**src/common/uart_pkg.sv**
```systemverilog
`default_nettype none

package uart_pkg;

   localparam int unsigned data_bits = 8;
   localparam int unsigned frame_bits = 11;
   localparam int unsigned words_per_cmd = 2;

   // One frame in line order with the start bit in the MSB.
   typedef struct packed {
      logic                 start;
      logic [data_bits-1:0] data;
      logic                 parity;
      logic                 stop;
   } uart_frame_t;

   typedef struct packed {
      logic [data_bits-1:0] hi;
      logic [data_bits-1:0] lo;
   } uart_cmd_t;

   // Element 1 goes out first.
   typedef uart_frame_t [words_per_cmd-1:0] uart_tx_pair_t;

   typedef struct packed {
      logic [data_bits-1:0] data;
      logic                 parity_err;
      logic                 stop_err;
   } uart_rx_result_t;

   // Parity bit that leaves data plus parity with an odd count of ones.
   function automatic logic odd_parity(input logic [data_bits-1:0] data);
      return ~^data;
   endfunction

endpackage

`default_nettype wire

```
**src/uart_tx/uart_frame_builder.sv**
```systemverilog
`timescale 1ns/1ns
`default_nettype none

module uart_frame_builder
   import uart_pkg::*;
(
   input  logic          clk,
   input  logic          rst_n,
   input  uart_cmd_t     cmd,
   input  logic          cmd_vld,
   input  logic          done,
   output logic          cmd_rdy,
   output logic          load,
   output uart_tx_pair_t pair
);

   logic accept;

   function automatic uart_frame_t make_frame(input logic [data_bits-1:0] data);
      uart_frame_t f;
      f.start  = 1'b0;
      f.data   = data;
      f.parity = odd_parity(data);
      f.stop   = 1'b1;
      return f;
   endfunction

   assign accept = cmd_vld && cmd_rdy;

   // Busy from acceptance until the shifter reports the last bit.
   always_ff @(posedge clk or negedge rst_n) begin
      if (!rst_n) begin
         cmd_rdy <= 1'b1;
         load    <= 1'b0;
      end else begin
         load <= accept;
         if (accept)
            cmd_rdy <= 1'b0;
         else if (done)
            cmd_rdy <= 1'b1;
      end
   end

   // High byte goes in element 1.
   always_ff @(posedge clk) begin
      if (accept) begin
         pair[1] <= make_frame(cmd.hi);
         pair[0] <= make_frame(cmd.lo);
      end
   end

   done_only_when_busy: assert property (
      @(posedge clk) disable iff (!rst_n) done |-> !cmd_rdy
   ) else $error("done seen while cmd_rdy is high");

endmodule

`default_nettype wire

```
**src/uart_tx/uart_tx_shifter.sv**
```systemverilog
`timescale 1ns/1ns
`default_nettype none

module uart_tx_shifter
   import uart_pkg::*;
(
   input  logic          clk,
   input  logic          rst_n,
   input  logic          load,
   input  uart_tx_pair_t pair,
   output logic          tx,
   output logic          done
);

   typedef logic [$clog2(words_per_cmd * frame_bits)-1:0] bit_cnt_t;

   logic [words_per_cmd*frame_bits-1:0] sreg;
   bit_cnt_t                            cnt;
   logic                                busy;
   logic                                last_bit;

   assign last_bit = (cnt == bit_cnt_t'(words_per_cmd * frame_bits - 1));

   always_ff @(posedge clk or negedge rst_n) begin
      if (!rst_n) begin
         busy <= 1'b0;
         cnt  <= '0;
         tx   <= 1'b1;
         done <= 1'b0;
      end else begin
         done <= 1'b0;
         if (load) begin
            busy <= 1'b1;
            cnt  <= '0;
         end else if (busy) begin
            // MSB out at one bit per clock.
            tx <= sreg[$high(sreg)];
            if (last_bit) begin
               busy <= 1'b0;
               done <= 1'b1;
               cnt  <= '0;
            end else begin
               cnt <= cnt + 1'b1;
            end
         end else begin
            tx <= 1'b1;
         end
      end
   end

   always_ff @(posedge clk) begin
      if (load)
         sreg <= pair;
      else if (busy)
         sreg <= {sreg[$high(sreg)-1:0], 1'b1};
   end

   load_when_idle: assert property (
      @(posedge clk) disable iff (!rst_n) load |-> !busy
   ) else $error("load arrived while shifting");

endmodule

`default_nettype wire

```
**src/uart_rx/uart_rx_sampler.sv**
```systemverilog
`timescale 1ns/1ns
`default_nettype none

module uart_rx_sampler
   import uart_pkg::*;
(
   input  logic        clk,
   input  logic        rst_n,
   input  logic        rx,
   output uart_frame_t frame,
   output logic        frame_vld
);

   typedef logic [$clog2(frame_bits)-1:0] bit_cnt_t;

   logic                  rx_meta;
   logic                  rx_sync;
   logic [frame_bits-1:0] sreg;
   bit_cnt_t              cnt;
   logic                  busy;
   logic                  shift_en;

   // Two flops before rx is used anywhere.
   always_ff @(posedge clk or negedge rst_n) begin
      if (!rst_n) begin
         rx_meta <= 1'b1;
         rx_sync <= 1'b1;
      end else begin
         rx_meta <= rx;
         rx_sync <= rx_meta;
      end
   end

   // A low line while idle is the start bit, and it is kept in the frame.
   assign shift_en = busy || !rx_sync;

   always_ff @(posedge clk or negedge rst_n) begin
      if (!rst_n) begin
         busy      <= 1'b0;
         cnt       <= '0;
         frame_vld <= 1'b0;
      end else begin
         frame_vld <= 1'b0;
         if (busy) begin
            if (cnt == bit_cnt_t'(frame_bits - 1)) begin
               busy      <= 1'b0;
               cnt       <= '0;
               frame_vld <= 1'b1;
            end else begin
               cnt <= cnt + 1'b1;
            end
         end else if (!rx_sync) begin
            busy <= 1'b1;
            cnt  <= bit_cnt_t'(1);
         end
      end
   end

   always_ff @(posedge clk) begin
      if (shift_en)
         sreg <= {sreg[frame_bits-2:0], rx_sync};
   end

   // Stop bit lands in the LSB on the same edge as frame_vld.
   assign frame = uart_frame_t'(sreg);

   // A pulse is one cycle, and the next one is a whole frame later.
   frame_vld_single: assert property (
      @(posedge clk) disable iff (!rst_n) frame_vld |=> !frame_vld [*(frame_bits - 1)]
   ) else $error("frame_vld repeated within one frame time");

endmodule

`default_nettype wire

```
**src/uart_rx/uart_rx_checker.sv**
```systemverilog
`timescale 1ns/1ns
`default_nettype none

module uart_rx_checker
   import uart_pkg::*;
(
   input  logic            clk,
   input  logic            rst_n,
   input  uart_frame_t     frame,
   input  logic            frame_vld,
   output uart_rx_result_t read_result,
   output logic            read_rdy
);

   logic parity_bad;
   logic stop_bad;

   // Even count of ones over data plus parity is an error.
   assign parity_bad = (frame.parity != odd_parity(frame.data));
   assign stop_bad   = !frame.stop;

   always_ff @(posedge clk or negedge rst_n) begin
      if (!rst_n)
         read_rdy <= 1'b0;
      else
         read_rdy <= frame_vld;
   end

   // Held until the next frame arrives.
   always_ff @(posedge clk) begin
      if (frame_vld) begin
         read_result.data       <= frame.data;
         read_result.parity_err <= parity_bad;
         read_result.stop_err   <= stop_bad;
      end
   end

endmodule

`default_nettype wire

```
**src/design/uart_top.sv**
```systemverilog
`timescale 1ns/1ns
`default_nettype none

module uart_top
   import uart_pkg::*;
(
   input  logic            clk,
   input  logic            rst_n,
   input  uart_cmd_t       cmd,
   input  logic            cmd_vld,
   input  logic            rx,
   output logic            cmd_rdy,
   output logic            tx,
   output logic            read_rdy,
   output uart_rx_result_t read_result
);

   uart_tx_pair_t pair;
   logic          load;
   logic          done;
   uart_frame_t   frame;
   logic          frame_vld;

   // Transmit path.
   uart_frame_builder u_frame_builder (
      .clk     (clk),
      .rst_n   (rst_n),
      .cmd     (cmd),
      .cmd_vld (cmd_vld),
      .done    (done),
      .cmd_rdy (cmd_rdy),
      .load    (load),
      .pair    (pair)
   );

   uart_tx_shifter u_tx_shifter (
      .clk   (clk),
      .rst_n (rst_n),
      .load  (load),
      .pair  (pair),
      .tx    (tx),
      .done  (done)
   );

   // Receive path.
   uart_rx_sampler u_rx_sampler (
      .clk       (clk),
      .rst_n     (rst_n),
      .rx        (rx),
      .frame     (frame),
      .frame_vld (frame_vld)
   );

   uart_rx_checker u_rx_checker (
      .clk         (clk),
      .rst_n       (rst_n),
      .frame       (frame),
      .frame_vld   (frame_vld),
      .read_result (read_result),
      .read_rdy    (read_rdy)
   );

endmodule

`default_nettype wire

```
**config.mk**
```make
export PLATFORM = sky130hd
export DESIGN_NAME = uart_top
export DESIGN_NICKNAME = d
export VERILOG_FILES = /design/src/common/uart_pkg.sv /design/src/uart_tx/uart_frame_builder.sv /design/src/uart_tx/uart_tx_shifter.sv /design/src/uart_rx/uart_rx_sampler.sv /design/src/uart_rx/uart_rx_checker.sv /design/src/design/uart_top.sv
export SDC_FILE = /design/constraint.sdc
export NUM_CORES = 1
export LEC_CHECK = 0
export ABC_AREA = 1
export BUFFER_PORTS_ARGS = -buffer_cell sky130_fd_sc_hd__buf_2
export CELL_PAD_IN_SITES_DETAIL_PLACEMENT = 0
export CELL_PAD_IN_SITES_GLOBAL_PLACEMENT = 2
export CORE_ASPECT_RATIO = 0.8
export CORE_UTILIZATION = 38
export DETAILED_ROUTE_END_ITERATION = 8
export GPL_TIMING_DRIVEN = 0
export PLACE_DENSITY_LB_ADDON = 0.3
export SYNTH_ARGS = -nofsm -noshare
export SYNTH_HDL_FRONTEND = slang
export SYNTH_HIERARCHICAL = 1
export SYNTH_SLANG_ARGS = --single-unit
```
**constraint.sdc**
```tcl
create_clock -name clk -period 1.8 [get_ports clk]
set_input_delay 0.18 -clock clk [delete_from_list [all_inputs] [get_ports clk]]
set_output_delay 0.18 -clock clk [all_outputs]
set_load 0.02 [all_outputs]
```
==> impl_summary.txt <==
----------------------------------------------------
[Status]
  Result of the run ... complete, no violations

[STA]
  Crit path time final ... 1.64 ns
  Clock Skews ... 0.00628 ns
  Final setup violation count ... 0
  Relative max-transition margin ... approximately two fifths
  Share of the clock period used by the worst path ... between 90 and 100%
  Highest clock rate ... between 0.6 and 0.7 GHz
  Fin. max-slew vios ... 0
  Transition at the pin with the smallest max-transition slack ... around 0.88 ns
  RSZ-0062 raised after global routing ... false
  Total negative setup slack ... 0 ns
  Final Hold Fails ... 0
  Final worst hold slack ... around 0.06 ns

[Detailed routing]
  Number of violations reported at the end of detailed-routing iteration 0 ... slightly above 90
  Final antenna-violating net count ... 0
  Routed vias ... roughly 2200
  Met3 Routed Length ... about 190 µm
  Final routed DRC violation total ... 0
  Wire length on met2 ... about 2400 µm
  Mean number of vias per cell ... ~4.3
  Top sig layer ... met4
  Routed met1 length ... 2840 µm
  First-pass iteration count of the detailed router ... 4
  DRT Wirelength ... ~5500 µm
  Routed wirelength normalized by instance count ... between 10 and 15 µm

[Synth]
  Post-Syn Instances ... 347
  Synth Area per Inst ... ~10 µm²
  Post-Synthesis Cell Area ... around 3500 µm²
  Synth warnings ... 6

[Floorplanning]
  Initial Utilization ... 39.9%
  Floorplan Core Area ... 8670 µm²
  Die Wd ... ~110 µm
  Floorplan die area ... about 9500 µm²
  Floorplan row count ... 30
  Height of the chip ... just under 90 µm
  Top Ports ... 33

[Finish]
  Share of final-layout standard cells stronger than drive strength 1 ... about a fifth
  Antenna cells ... 0
  Leading cell type in the layout, fill and taps excluded ... nand2_1
  Commonest non-fill, non-tap cells in the layout ... nand2_1, edfxtp_1, buf_2
  Post-layout nets ... 418
  Non-filler instance count after layout ... between 500 and 600
  Final core utilization ... 47.0%
  Layout fillers ... between 800 and 900
  Final standard cell area without fillers ... 4070 µm²
  Relative area change from synthesis to final layout ... 17.8%

[Global route]
  Antenna violations before repair ... 0
  Maximum number of pins on one net before global-route repair ... 23
  Remaining Overflow, GRT ... 0
  Aggregate global-route resource usage ... between 10% and 20%
  First-pass GRT wire length ... around 9300 µm
  Via count of the first global-routing pass ... 1984

[Setup path]
  Arrival time at the worst endpoint ... 1.57 ns
  Required time at the worst-slack endpoint ... between 1.5 and 2 ns
  Worst reg2reg path endpoint ... u_tx_shifter/sreg[6]
  Startpoint of the worst-slack reg-to-reg timing path ... u_frame_builder/load
  Reg-to-reg slack, setup ... ~0.16 ns
  Worst setup endpoint ... u_tx_shifter/sreg[6]
  CP Launch Point ... u_frame_builder/load
  Critical path fanouts, max ... 22
  Setup CP Type ... reg -> reg
  Kind of end point of the critical path ... register
  Type of element launching the critical path ... register
  Path depth of the worst reg2reg path ... 3

[Clock tree]
  Maximum root-to-sink buffer count ... 2
  Clock sink total ... 79
  Number of setup buffers added after CTS ... 0
  Number of buffers created by CTS ... 9
  CTS tree ... done
  Clock Latency Late Sink ... roughly 0.33 ns
  Number of resized instances in the post-cts repair step ... 0
  Clock root cell ... clkbuf_16
  Clock-pin slew of the registers on the worst-case setup and hold paths ... approximately 0.060 ns
  Cts-stage hold buffer count ... 2
  Number of levels the H-tree was split into ... 3

[Pwr]
  IR drop worst, VDD ... approximately 0.60 mV
  Power density over cell area ... 1580 nW/µm²
  Leakage dissipation ... between 1.5 and 2 nW

[Place]
  DP Cell Count ... between 400 and 500
  Routability congestion estimate ... approximately 0.73
  Port bufs ... 32
  Placed cell areas ... 3760 µm²
  HPWL Detailed ... roughly 3700 µm

[Worst hold path]
  Start point of the worst hold path ... cmd[1]
  Hold WC Path Type ... in -> reg

[Run]
  Maxcap violations ... 0

----------------------------------------------------
==> stage by stage <==
stage	setup WS [ns]	total power, mW
after global placement	0.136	4.68
after floorplan	0.390	4.28
final	0.160	6.43
after global routing	0.0415	6.92
after CTS	0.122	6.53
after detailed placement	0.131	4.74
==> where the power goes <==
group | leakage (nW) | total, mW | switching [mW] | internal, mW
Sequential | 0.805 | 3.14 | 0.359 | 2.78
Clock | 0.139 | 1.74 | 0.674 | 1.07
Combinational | 0.982 | 1.55 | 0.985 | 0.565
Total | 1.93 | 6.43 | 2.02 | 4.41
==> area by class of cell <==
type | count | area [µm²] | area share [%]
Clock buffer | 10 | 229 | 5.62
Timing Repair Buffer | 34 | 180 | 4.42
Inverter | 44 | 165 | 4.05
Clock inverter | 5 | 60.1 | 1.47
Tap cell | 112 | 140 | 3.44
Buffer | 10 | 65.1 | 1.60
Multi-Input combinational cell | 216 | 952 | 23.4
Sequential cell | 79 | 2280 | 56.0
==> how the worst min path moves through the flow <==
stage	cells past startpoint	to	slack (ns)
finish	1	u_frame_builder/pair[3]	0.06
global route	1	u_frame_builder/pair[3]	0.05
CTS	1	u_frame_builder/pair[3]	0.05
detailed placement	1	u_rx_sampler/cnt[1]	0.15
global placement	1	u_rx_sampler/cnt[3]	0.15
floorplan	0	u_frame_builder/load	-0.12
==> per-layer routing <==
layer | vias up | global-route usage, %
met5 | - | 0
met4 | 0 | 4.79
met3 | 5 | 4.94
met2 | 27 | 18.8
met1 | 963 | 18.0
li1 | 1173 | -
==> sequential cells by signal (all words and copies together), names as in the netlist <==
name,cells
u_tx_shifter/done,1
u_rx_sampler/rx_meta,1
u_rx_checker/read_result,10
u_rx_sampler/rx_sync,1
u_rx_sampler/frame,10
u_frame_builder/cmd_rdy,1
u_rx_sampler/frame_vld,1
u_frame_builder/load,1
u_tx_shifter/tx,1
u_tx_shifter/sreg,22
u_tx_shifter/busy,1
u_rx_sampler/busy,1
u_frame_builder/pair,18
u_rx_checker/read_rdy,1
u_tx_shifter/cnt,5
u_rx_sampler/cnt,4
==> worst max-delay path, cell delays in order (launching register included) <==
cell	delay, ns
dfrtp_1	0.35
buf_4	0.16
nor2_2	0.26
inv_1	0.46
(Power assumes the default switching activity.)
